### config.mk
export PLATFORM = sky130hd
export DESIGN_NAME = stepper_controller
export DESIGN_NICKNAME = d
export VERILOG_FILES = /design/src/rtl/motion_pkg.sv /design/src/rtl/stepper_controller.sv /design/src/rtl/quad_encoder.sv /design/src/rtl/dual_hbridge.sv /design/src/rtl/step_generator.sv /design/src/rtl/command_decoder.sv /design/src/rtl/spi_word.sv
export SDC_FILE = /design/constraint.sdc
export NUM_CORES = 2
export LEC_CHECK = 0
export BUFFER_PORTS_ARGS = -buffer_cell sky130_fd_sc_hd__buf_2
export CAP_MARGIN = 10
export CORE_UTILIZATION = 53
export DETAILED_ROUTE_END_ITERATION = 12
export PLACE_DENSITY = 0.68
export SYNTH_ARGS = -nofsm -noshare
export SYNTH_HDL_FRONTEND = slang
export SYNTH_SLANG_ARGS = --single-unit
### constraint.sdc
create_clock -name CLK -period 24.6 [get_ports CLK]
set_clock_uncertainty 0.2 [all_clocks]
set_input_delay 1.23 -clock CLK [delete_from_list [all_inputs] [get_ports CLK]]
set_output_delay 1.23 -clock CLK [all_outputs]
set_load 0.005 [all_outputs]
### src/rtl/motion_pkg.sv
`default_nettype none

package motion_pkg;

  // Host link word and its header byte
  typedef logic [63:0]        word_t;
  typedef logic [7:0]         header_t;
  // Encoder position and DDA accumulators
  typedef logic signed [63:0] count_t;
  typedef logic [7:0]         divisor_t;
  // Position in the eight-entry coil table
  typedef logic [2:0]         phase_t;
  // Queue index or free slot count, wide enough for MOVE_DEPTH itself
  typedef logic [2:0]         slot_t;

  // Command codes in bits 63:56 of a header word
  localparam header_t CMD_MOTOR_ENABLE     = 8'd1;
  localparam header_t CMD_CLK_DIVISOR      = 8'd2;
  localparam header_t CMD_MICROSTEPS       = 8'd3;
  localparam header_t CMD_API_VERSION      = 8'd4;
  localparam header_t CMD_COORDINATED_STEP = 8'd5;

  localparam int MOVE_DEPTH = 4;

  // Largest positive count minus 100 of headroom
  localparam count_t STEP_THRESHOLD = 64'sh7fff_ffff_ffff_ff9b;

  localparam logic [7:0] VERSION_MAJOR = 8'd0;
  localparam logic [7:0] VERSION_MINOR = 8'd1;
  localparam logic [7:0] VERSION_PATCH = 8'd0;

  localparam divisor_t DEFAULT_DIVISOR = 8'd40;

  // Header first, then the three words of a move
  typedef enum logic [1:0] {
    IDLE_HEADER,
    MOVE_DURATION,
    MOVE_INCREMENT,
    MOVE_ACCEL
  } decoder_state_t;

endpackage

`default_nettype wire
### src/rtl/stepper_controller.sv
`timescale 1ns/1ps
`default_nettype none

module stepper_controller
  import motion_pkg::*;
(
  input  wire  CLK,
  input  wire  reset,
  input  wire  SCK,
  input  wire  CS,
  input  wire  COPI,
  input  wire  ENC_A,
  input  wire  ENC_B,
  output wire  CIPO,
  output logic LED,
  output wire  M_PHASE_A1,
  output wire  M_PHASE_A2,
  output wire  M_PHASE_B1,
  output wire  M_PHASE_B2,
  output wire  ENC_FAULT
);

  // Host link
  word_t    rx_word;
  word_t    reply_word;
  logic     word_valid;
  count_t   enc_count;
  // Configuration and moves
  logic     enable;
  logic     half_step;
  divisor_t divisor;
  logic     move_push;
  logic     move_dir;
  count_t   move_duration;
  count_t   move_increment;
  count_t   move_accel;
  slot_t    slots_free;
  // Step output
  logic     step;
  logic     dir;

  spi_word u_spi_word (
    .CLK(CLK), .reset(reset), .SCK(SCK), .CS(CS), .COPI(COPI),
    .tx_word(reply_word), .CIPO(CIPO), .word_valid(word_valid), .rx_word(rx_word)
  );

  command_decoder u_command_decoder (
    .CLK(CLK), .reset(reset), .word_valid(word_valid), .rx_word(rx_word),
    .enc_count(enc_count), .slots_free(slots_free), .reply_word(reply_word),
    .enable(enable), .half_step(half_step), .divisor(divisor),
    .move_push(move_push), .move_dir(move_dir), .move_duration(move_duration),
    .move_increment(move_increment), .move_accel(move_accel)
  );

  step_generator u_step_generator (
    .CLK(CLK), .reset(reset), .move_push(move_push), .move_dir(move_dir),
    .move_duration(move_duration), .move_increment(move_increment),
    .move_accel(move_accel), .divisor(divisor), .slots_free(slots_free),
    .step(step), .dir(dir)
  );

  dual_hbridge u_dual_hbridge (
    .CLK(CLK), .reset(reset), .step(step), .dir(dir), .enable(enable),
    .half_step(half_step), .phase_a1(M_PHASE_A1), .phase_a2(M_PHASE_A2),
    .phase_b1(M_PHASE_B1), .phase_b2(M_PHASE_B2)
  );

  quad_encoder u_quad_encoder (
    .CLK(CLK), .reset(reset), .enc_a(ENC_A), .enc_b(ENC_B),
    .count(enc_count), .fault(ENC_FAULT)
  );

  // Activity LED flips once per received word
  always_ff @(posedge CLK) begin
    if (reset) begin
      LED <= 1'b0;
    end else if (word_valid) begin
      LED <= ~LED;
    end
  end

endmodule

`default_nettype wire

### src/rtl/quad_encoder.sv
`timescale 1ns/1ps
`default_nettype none

module quad_encoder
  import motion_pkg::*;
(
  input  wire    CLK,
  input  wire    reset,
  input  wire    enc_a,
  input  wire    enc_b,
  output count_t count,
  output logic   fault
);

  // Stage 0 is the newest sample
  logic [1:0] a_sync;
  logic [1:0] b_sync;
  logic       a_change;
  logic       b_change;
  logic       up;

  assign a_change = a_sync[0] ^ a_sync[1];
  assign b_change = b_sync[0] ^ b_sync[1];
  // A leading B counts up
  assign up       = a_sync[0] ^ b_sync[1];

  always_ff @(posedge CLK) begin
    if (reset) begin
      a_sync <= 2'b00;
      b_sync <= 2'b00;
      count  <= '0;
      fault  <= 1'b0;
    end else begin
      a_sync <= {a_sync[0], enc_a};
      b_sync <= {b_sync[0], enc_b};
      // Both pins at once is not Gray code, latch until reset
      if (a_change && b_change) begin
        fault <= 1'b1;
      end else if (a_change || b_change) begin
        count <= up ? count + 64'sd1 : count - 64'sd1;
      end
    end
  end

endmodule

`default_nettype wire

### src/rtl/dual_hbridge.sv
`timescale 1ns/1ps
`default_nettype none

module dual_hbridge
  import motion_pkg::*;
(
  input  wire  CLK,
  input  wire  reset,
  input  wire  step,
  input  wire  dir,
  input  wire  enable,
  input  wire  half_step,
  output logic phase_a1,
  output logic phase_a2,
  output logic phase_b1,
  output logic phase_b2
);

  phase_t     index;
  phase_t     stride;
  // Coil drive as {a1, a2, b1, b2}
  logic [3:0] coils;

  // Full step skips the two-coil entries
  assign stride = half_step ? phase_t'(1) : phase_t'(2);

  always_ff @(posedge CLK) begin
    if (reset) begin
      index <= '0;
    end else if (step && enable) begin
      index <= dir ? index + stride : index - stride;
    end
  end

  // Half-step table, even entries drive one coil
  always_comb begin
    case (index)
      3'd0:    coils = 4'b1000;
      3'd1:    coils = 4'b1010;
      3'd2:    coils = 4'b0010;
      3'd3:    coils = 4'b0110;
      3'd4:    coils = 4'b0100;
      3'd5:    coils = 4'b0101;
      3'd6:    coils = 4'b0001;
      default: coils = 4'b1001;
    endcase
  end

  // Bridges off while disabled
  assign {phase_a1, phase_a2, phase_b1, phase_b2} = enable ? coils : 4'b0000;

endmodule

`default_nettype wire

### src/rtl/step_generator.sv
`timescale 1ns/1ps
`default_nettype none

module step_generator
  import motion_pkg::*;
(
  input  wire         CLK,
  input  wire         reset,
  input  wire         move_push,
  input  wire         move_dir,
  input  wire count_t move_duration,
  input  wire count_t move_increment,
  input  wire count_t move_accel,
  input  wire divisor_t divisor,
  output slot_t       slots_free,
  output logic        step,
  output logic        dir
);

  // Move ring, head entry stays occupied while it runs
  logic   q_dir       [MOVE_DEPTH];
  count_t q_duration  [MOVE_DEPTH];
  count_t q_increment [MOVE_DEPTH];
  count_t q_accel     [MOVE_DEPTH];
  logic [$clog2(MOVE_DEPTH)-1:0] wr_idx;
  logic [$clog2(MOVE_DEPTH)-1:0] rd_idx;
  slot_t    used;
  logic     push_ok;
  // DDA state
  logic     running;
  logic     first_tick;
  logic     tick;
  logic     finish;
  divisor_t clk_count;
  count_t   ticks_left;
  count_t   inc_q;
  count_t   accum;
  count_t   inc_next;
  count_t   acc_next;

  assign slots_free = slot_t'(MOVE_DEPTH) - used;
  assign push_ok    = move_push && (used != slot_t'(MOVE_DEPTH));
  // One tick every divisor cycles
  assign tick       = running && (clk_count == divisor - 1'b1);
  assign inc_next   = first_tick ? q_increment[rd_idx] : inc_q + q_accel[rd_idx];
  assign acc_next   = accum + inc_next;
  // Zero duration ends at once
  assign finish     = running && ((ticks_left == '0) || (tick && (ticks_left == 64'sd1)));

  always_ff @(posedge CLK) begin
    if (push_ok) begin
      q_dir[wr_idx]       <= move_dir;
      q_duration[wr_idx]  <= move_duration;
      q_increment[wr_idx] <= move_increment;
      q_accel[wr_idx]     <= move_accel;
    end
  end

  always_ff @(posedge CLK) begin
    if (reset) begin
      wr_idx     <= '0;
      rd_idx     <= '0;
      used       <= '0;
      running    <= 1'b0;
      first_tick <= 1'b0;
      clk_count  <= '0;
      ticks_left <= '0;
      inc_q      <= '0;
      accum      <= '0;
      step       <= 1'b0;
      dir        <= 1'b0;
    end else begin
      step <= 1'b0;
      if (push_ok) begin
        wr_idx <= wr_idx + 1'b1;
      end
      used <= used + slot_t'(push_ok) - slot_t'(finish);
      if (!running) begin
        // Load the head move when one is waiting
        clk_count <= '0;
        if (used != '0) begin
          running    <= 1'b1;
          first_tick <= 1'b1;
          ticks_left <= q_duration[rd_idx];
          dir        <= q_dir[rd_idx];
        end
      end else begin
        clk_count <= tick ? '0 : clk_count + 1'b1;
        if (tick && (ticks_left != '0)) begin
          first_tick <= 1'b0;
          inc_q      <= inc_next;
          ticks_left <= ticks_left - 1'b1;
          // Step on a positive accumulator, carry the rest over
          if (acc_next > 0) begin
            step  <= 1'b1;
            accum <= acc_next - STEP_THRESHOLD;
          end else begin
            accum <= acc_next;
          end
        end
        if (finish) begin
          running <= 1'b0;
          rd_idx  <= rd_idx + 1'b1;
        end
      end
    end
  end

endmodule

`default_nettype wire

### src/rtl/command_decoder.sv
`timescale 1ns/1ps
`default_nettype none

module command_decoder
  import motion_pkg::*;
(
  input  wire         CLK,
  input  wire         reset,
  input  wire         word_valid,
  input  wire word_t  rx_word,
  input  wire count_t enc_count,
  input  wire slot_t  slots_free,
  output word_t       reply_word,
  output logic        enable,
  output logic        half_step,
  output divisor_t    divisor,
  output logic        move_push,
  output logic        move_dir,
  output count_t      move_duration,
  output count_t      move_increment,
  output count_t      move_accel
);

  decoder_state_t state;
  header_t        header;
  // Reply select for the next word; neither set means encoder count
  logic           reply_version;
  logic           reply_slots;

  assign header = rx_word[63:56];

  // Count and free slots stay live until the SPI block samples them
  always_comb begin
    if (reply_version) begin
      reply_word = {40'd0, VERSION_MAJOR, VERSION_MINOR, VERSION_PATCH};
    end else if (reply_slots) begin
      reply_word = word_t'(slots_free);
    end else begin
      reply_word = word_t'(enc_count);
    end
  end

  always_ff @(posedge CLK) begin
    if (reset) begin
      state         <= IDLE_HEADER;
      enable        <= 1'b0;
      half_step     <= 1'b0;
      divisor       <= DEFAULT_DIVISOR;
      move_push     <= 1'b0;
      reply_version <= 1'b0;
      reply_slots   <= 1'b0;
    end else begin
      move_push <= 1'b0;
      if (word_valid) begin
        reply_version <= 1'b0;
        reply_slots   <= 1'b0;
        case (state)
          IDLE_HEADER: begin
            case (header)
              CMD_MOTOR_ENABLE: enable    <= rx_word[0];
              CMD_CLK_DIVISOR:  divisor   <= rx_word[7:0];
              // Bit 0 selects half stepping
              CMD_MICROSTEPS:   half_step <= rx_word[0];
              CMD_API_VERSION:  reply_version <= 1'b1;
              CMD_COORDINATED_STEP: begin
                reply_slots <= 1'b1;
                state       <= MOVE_DURATION;
              end
              default: begin
              end
            endcase
          end
          MOVE_DURATION:  state <= MOVE_INCREMENT;
          MOVE_INCREMENT: state <= MOVE_ACCEL;
          MOVE_ACCEL: begin
            state     <= IDLE_HEADER;
            // Full queue drops the move
            move_push <= (slots_free != '0);
          end
          default: state <= IDLE_HEADER;
        endcase
      end
    end
  end

  // Move words, direction from bit 0 of the header
  always_ff @(posedge CLK) begin
    if (word_valid) begin
      case (state)
        IDLE_HEADER: begin
          if (header == CMD_COORDINATED_STEP) begin
            move_dir <= rx_word[0];
          end
        end
        MOVE_DURATION:  move_duration  <= count_t'(rx_word);
        MOVE_INCREMENT: move_increment <= count_t'(rx_word);
        MOVE_ACCEL:     move_accel     <= count_t'(rx_word);
        default: begin
        end
      endcase
    end
  end

endmodule

`default_nettype wire

### src/rtl/spi_word.sv
`timescale 1ns/1ps
`default_nettype none

module spi_word
  import motion_pkg::*;
(
  input  wire        CLK,
  input  wire        reset,
  input  wire        SCK,
  input  wire        CS,
  input  wire        COPI,
  input  wire word_t tx_word,
  output logic       CIPO,
  output logic       word_valid,
  output word_t      rx_word
);

  // Two-flop synchronizers on every pin
  logic [1:0] sck_sync;
  logic [1:0] cs_sync;
  logic [1:0] copi_sync;
  logic       sck_prev;
  // Reply load waits one cycle so the decoder has updated its select
  logic       load_reply;
  logic [5:0] bit_count;
  word_t      rx_shift;
  word_t      tx_shift;
  logic       sck_rise;
  logic       sck_fall;
  logic       selected;

  assign sck_rise = sck_sync[1] & ~sck_prev;
  assign sck_fall = ~sck_sync[1] & sck_prev;
  assign selected = ~cs_sync[1];
  // MSB first, valid before the first rising edge
  assign CIPO     = tx_shift[63];

  always_ff @(posedge CLK) begin
    if (reset) begin
      sck_sync   <= 2'b00;
      cs_sync    <= 2'b11;
      copi_sync  <= 2'b00;
      sck_prev   <= 1'b0;
      word_valid <= 1'b0;
      load_reply <= 1'b0;
      bit_count  <= '0;
      tx_shift   <= '0;
    end else begin
      sck_sync   <= {sck_sync[0], SCK};
      cs_sync    <= {cs_sync[0], CS};
      copi_sync  <= {copi_sync[0], COPI};
      sck_prev   <= sck_sync[1];
      word_valid <= 1'b0;
      load_reply <= word_valid;
      // Deselect restarts the word
      if (!selected) begin
        bit_count <= '0;
      end else if (sck_rise) begin
        // Counter wraps to 0 on the 64th bit
        bit_count <= bit_count + 1'b1;
        if (bit_count == 6'd63) begin
          word_valid <= 1'b1;
        end
      end
      // Skip the falling edge right after the last bit of a word
      if (load_reply) begin
        tx_shift <= tx_word;
      end else if (selected && sck_fall && (bit_count != '0)) begin
        tx_shift <= {tx_shift[62:0], 1'b0};
      end
    end
  end

  // Receive path
  always_ff @(posedge CLK) begin
    if (selected && sck_rise) begin
      rx_shift <= {rx_shift[62:0], copi_sync[1]};
      if (bit_count == 6'd63) begin
        rx_word <= {rx_shift[62:0], copi_sync[1]};
      end
    end
  end

endmodule

`default_nettype wire

==> impl.org <==
** Outcome
- Status :: finished, final reports clean

** Global route
- Remaining Overflow, GRT :: 0
- The initial antenna violation count was 3.
- met2 is the most crowded layer.
- GRT met3 Usage :: ~3.3%
- Met2 Track Usage GR :: between 40 and 50%
- Entering global routing, the biggest net connects 133 pins.
- The first global-routing pass estimated around 260000 um of wire.
- The number of global-route vias before repair was roughly 44000.
- Global-route met1 utilization :: between 30% and 40%
- Global routing used between 20% and 30% of the available tracks.

** Worst setup path
- The critical path is of the reg -> reg type.
- Crit path launch type :: flip-flop
- Type of destination of the critical path :: flip-flop
- Data arrival time of the critical path :: roughly 12 ns
- Largest fanout on the critical path :: 36
- Data on the critical path is required at its endpoint by around 25 ns.

** CTS
- Clk sink count :: roughly 1500
- Quantity of hold-fixing buffers added after cts :: 0
- Counting the buffers created by CTS gives 151.
- Buffer depth of the longest clock path :: 3
- The tree is rooted in a clkbuf_16.
- After clock tree synthesis, the repair step resized 0 gates.
- Count of H-tree levels built during CTS :: 4
- Clock edge transition at the registers on the reported setup and hold paths :: roughly 0.060 ns
- Clock latency on the worst-skew pair :: 0.80 ns
- Buffer count from post-CTS setup fixing :: 0
- TritonCTS built the clock tree.

** Floorplan
- Chip Height :: between 300 and 400 um
- For this configuration, the core starts out at a cell density of around 54%.
- Cell Rows :: 130
- In this run the standard cell core region covers about 0.13 mm^2.
- Die outline width :: about 360 um
- 14 I/O pins were placed.
- The die covers 0.129 mm^2.

** STA
- Setup repair after global routing left no endpoint under its margin.
- Number of endpoints with negative hold slack in the final report :: 0
- After layout, the worst path uses a little under half of the clock period.
- Post-layout worst setup margin :: around 13 ns
- Headroom to the max-slew limit came out at a little under a fifth.
- Finish-stage setup viols :: 0
- The smallest clock period supported by the final layout is computed as roughly 12 ns.
- The tightest hold path in the finished design has a slack of between 0.2 and 0.25 ns.
- Transition time of the tightest slew-check pin :: roughly 1.2 ns
- Count of pins over their slew limit :: 0
- Derived from the worst setup path, the maximum achievable clock frequency is between 80 and 90 MHz.
- Total negative slack for setup checks :: 0 ns

** Final layout
- Proportion of layout cells with a drive suffix above 1 :: slightly above 10%
- Layout-stage area growth over the synthesis result :: 9.81%
- After the last flow step, the layout net total stands at 5784.
- At the end of the flow the core is filled with cells to between 50% and 60%.
- Most common library cell in the layout ignoring fill and taps :: edfxtp_1
- Number of non-filler instances in the completed layout :: between 7000 and 8000
- The repair_antennas step left the layout with diodes totalling 0.
- Commonest cells after routing, fill and taps aside :: edfxtp_1, nor2_1, a21oi_1
- Fillcell total :: around 10000

** Yosys
- Fraction of registers with async set or reset after synthesis :: 0%
- Synthesized netlist cell count :: 5606
- FF+latch count, synth :: roughly 1500
- A synthesized cell averages approximately 12 um^2.
- Summing the sequential cell areas from Yosys gives 59.5% of the chip area.
- Warning count from the yosys run :: 0
- Most used flip-flop cell after synthesis :: edfxtp_1
- The synthesized netlist occupies a cell area of ~0.068 mm^2.
- Counting every net in the synthesized netlist gives 5830.
- The synthesized design contains 1092 enable-type register cells.
- Synth cell types :: 90

** Pwr
- IR Drop Worst-Case VDD :: about 0.095 mV
- For this design the static power due to leakage is ~25 nW.
- Power Density :: around 91 mW/mm^2

** Placement
- Total of buffers placed on input and output ports :: 13
- Post-placement cell count :: 7057
- Weighted congestion at the end of routability-driven global placement :: approximately 0.96
- Pre-CTS WS :: 13.01 ns
- Detailed-placement wirelength estimate :: 114000 um

** Routing
- Aggregate routed wire length :: between 150000 and 200000 um
- Using the TritonRoute via totals, the vias-per-cell ratio works out to roughly 6.2.
- Summing over every cut layer, the via total after detailed routing is 45700.
- DRC violations left :: 0
- In this run, the number of DRC markers left after iteration 0 of detailed routing was 4476.
- DR WL/cell :: around 23 um
- Pre-Repair DR Iteration Count :: 6
- The count of nets left with antenna violations once routing finished came out at 0.

** Run
- Max-cap violations in this run came to 0.

** Hold path
- Worst hold path class :: reg -> reg
-- cell type report --
| type | instances | area (um^2) | area share [%] |
|---|---|---|---|
| Clock buffer | 195 | 4050 | 5.43 |
| Clock inverter | 84 | 946 | 1.27 |
| Inverter | 98 | 368 | 0.494 |
| Multi-Input combinational cell | 3760 | 26100 | 35.0 |
| Sequential cell | 1472 | 40400 | 54.2 |
| Tap cell | 1650 | 2060 | 2.77 |
| Timing Repair Buffer | 77 | 568 | 0.762 |
-- cells in the mapped netlist (31+ instances only) --
cell type	number	area share, %
ha_1	212	3.9
nand2_1	418	2.3
xnor2_1	139	1.8
nand3_1	102	0.75
inv_1	95	0.53
dfxtp_1	380	11
a31oi_1	36	0.33
mux2i_1	64	0.94
xor2_1	78	1.0
a211oi_1	106	1.2
o21a_1	36	0.40
edfxtp_1	1092	48
nor2_1	649	3.6
or3_1	40	0.37
clkbuf_1	230	1.3
buf_1	37	0.20
a21o_1	84	0.93
a21oi_1	452	3.3
nor4_1	56	0.52
o31ai_1	37	0.41
o21ai_0	263	1.9
nor2b_1	36	0.33
nand4_1	84	0.77
o21bai_1	40	0.44
and2_1	31	0.29
nor3_1	189	1.4
mux4_2	192	6.4
nand2b_1	36	0.33
-- report_power, final --
part           total (mW)  internal [mW]  leakage [nW]  switching (mW)
Sequential           2.78           2.70          11.9          0.0715
Combinational        1.74          0.658          10.2            1.09
Clock                2.29           1.30          2.43           0.994
Total                6.81           4.66          24.6            2.15
-- path summary, 6_finish.rpt --
path | slack (ns) | cells after the start | to | start
setup / recovery | 12.95 | 27 | u_step_generator.accum[62]$_SDFFE_PP0P_ | flip-flop
hold / removal | 0.22 | 0 | u_spi_word.rx_word[63]$_DFFE_PP_ | u_spi_word.rx_shift[62]$_DFFE_PP_
setup reg to reg | 12.95 | 27 | u_step_generator.accum[62]$_SDFFE_PP0P_ | flip-flop
hold reg to reg | 0.22 | 0 | u_spi_word.rx_word[63]$_DFFE_PP_ | u_spi_word.rx_shift[62]$_DFFE_PP_
-- flip-flops by register name, summed over array words and instances, names as in the netlist, 4 cells and up, named ones only --
| signal | cells |
|---|---|
| u_spi_word.rx_shift | 63 |
| u_command_decoder.move_duration | 64 |
| u_command_decoder.divisor | 8 |
| u_step_generator.q_increment | 256 |
| u_quad_encoder.count | 64 |
| u_step_generator.ticks_left | 64 |
| u_step_generator.inc_q | 64 |
| u_spi_word.tx_shift | 64 |
| u_step_generator.q_dir | 4 |
| u_command_decoder.move_accel | 64 |
| u_step_generator.q_duration | 256 |
| u_spi_word.rx_word | 64 |
| u_step_generator.accum | 64 |
| u_step_generator.q_accel | 256 |
| u_step_generator.clk_count | 8 |
| u_spi_word.bit_count | 6 |
| u_command_decoder.move_increment | 64 |
-- worst max-delay path: stages, from the launching register on --
cell	delay (ns)
dfxtp_4	0.78
buf_4	0.61
buf_4	0.68
mux4_2	0.59
ha_1	0.37
a21oi_1	0.30
nand2b_1	0.09
a21o_1	0.16
a31o_2	0.22
a221oi_1	0.64
o211ai_1	0.29
a31oi_1	0.38
nor2_1	0.10
a211oi_1	0.26
xor2_1	0.13
o21ai_0	0.37
ha_1	0.45
a21oi_1	0.30
a21boi_0	0.63
nand3_1	0.37
o22ai_1	0.60
xnor2_1	0.45
nand4_1	0.28
nor4_1	0.71
nand4_1	0.46
or3_1	0.55
or3_1	0.32
a31oi_1	0.15
-- routing by layer --
layer	part of all wire, %	routed length (um)
met5	0	0
met4	2.8	4870
met3	5.7	9810
met2	47	81200
met1	44	75200
-- through the flow --
stage	power, mW	area, um^2
final	6.81	74500
after detailed placement	4.55	69500
after CTS	6.84	74500
after global placement	4.53	69500
after global routing	7.14	74500
after floorplan	4.10	67900
-- logic make-up (layout without fill, tap and decap cells) --
| group | Yosys count | after routing | share of synthesized area (%) |
|---|---|---|---|
| adders and majority gates | 217 | 217 | 4.06 |
| xor gates and xnor gates | 217 | 217 | 2.80 |
| DFF | 1472 | 1472 | 59.5 |
| buffers and inverters | 374 | 454 | 2.15 |
| muxes | 261 | 261 | 7.42 |
| and+or+nand+nor | 1775 | 1775 | 12.2 |
| AOI/OAI and AO/OA | 1290 | 1290 | 11.8 |
Power figures use the tool's default switching activity.
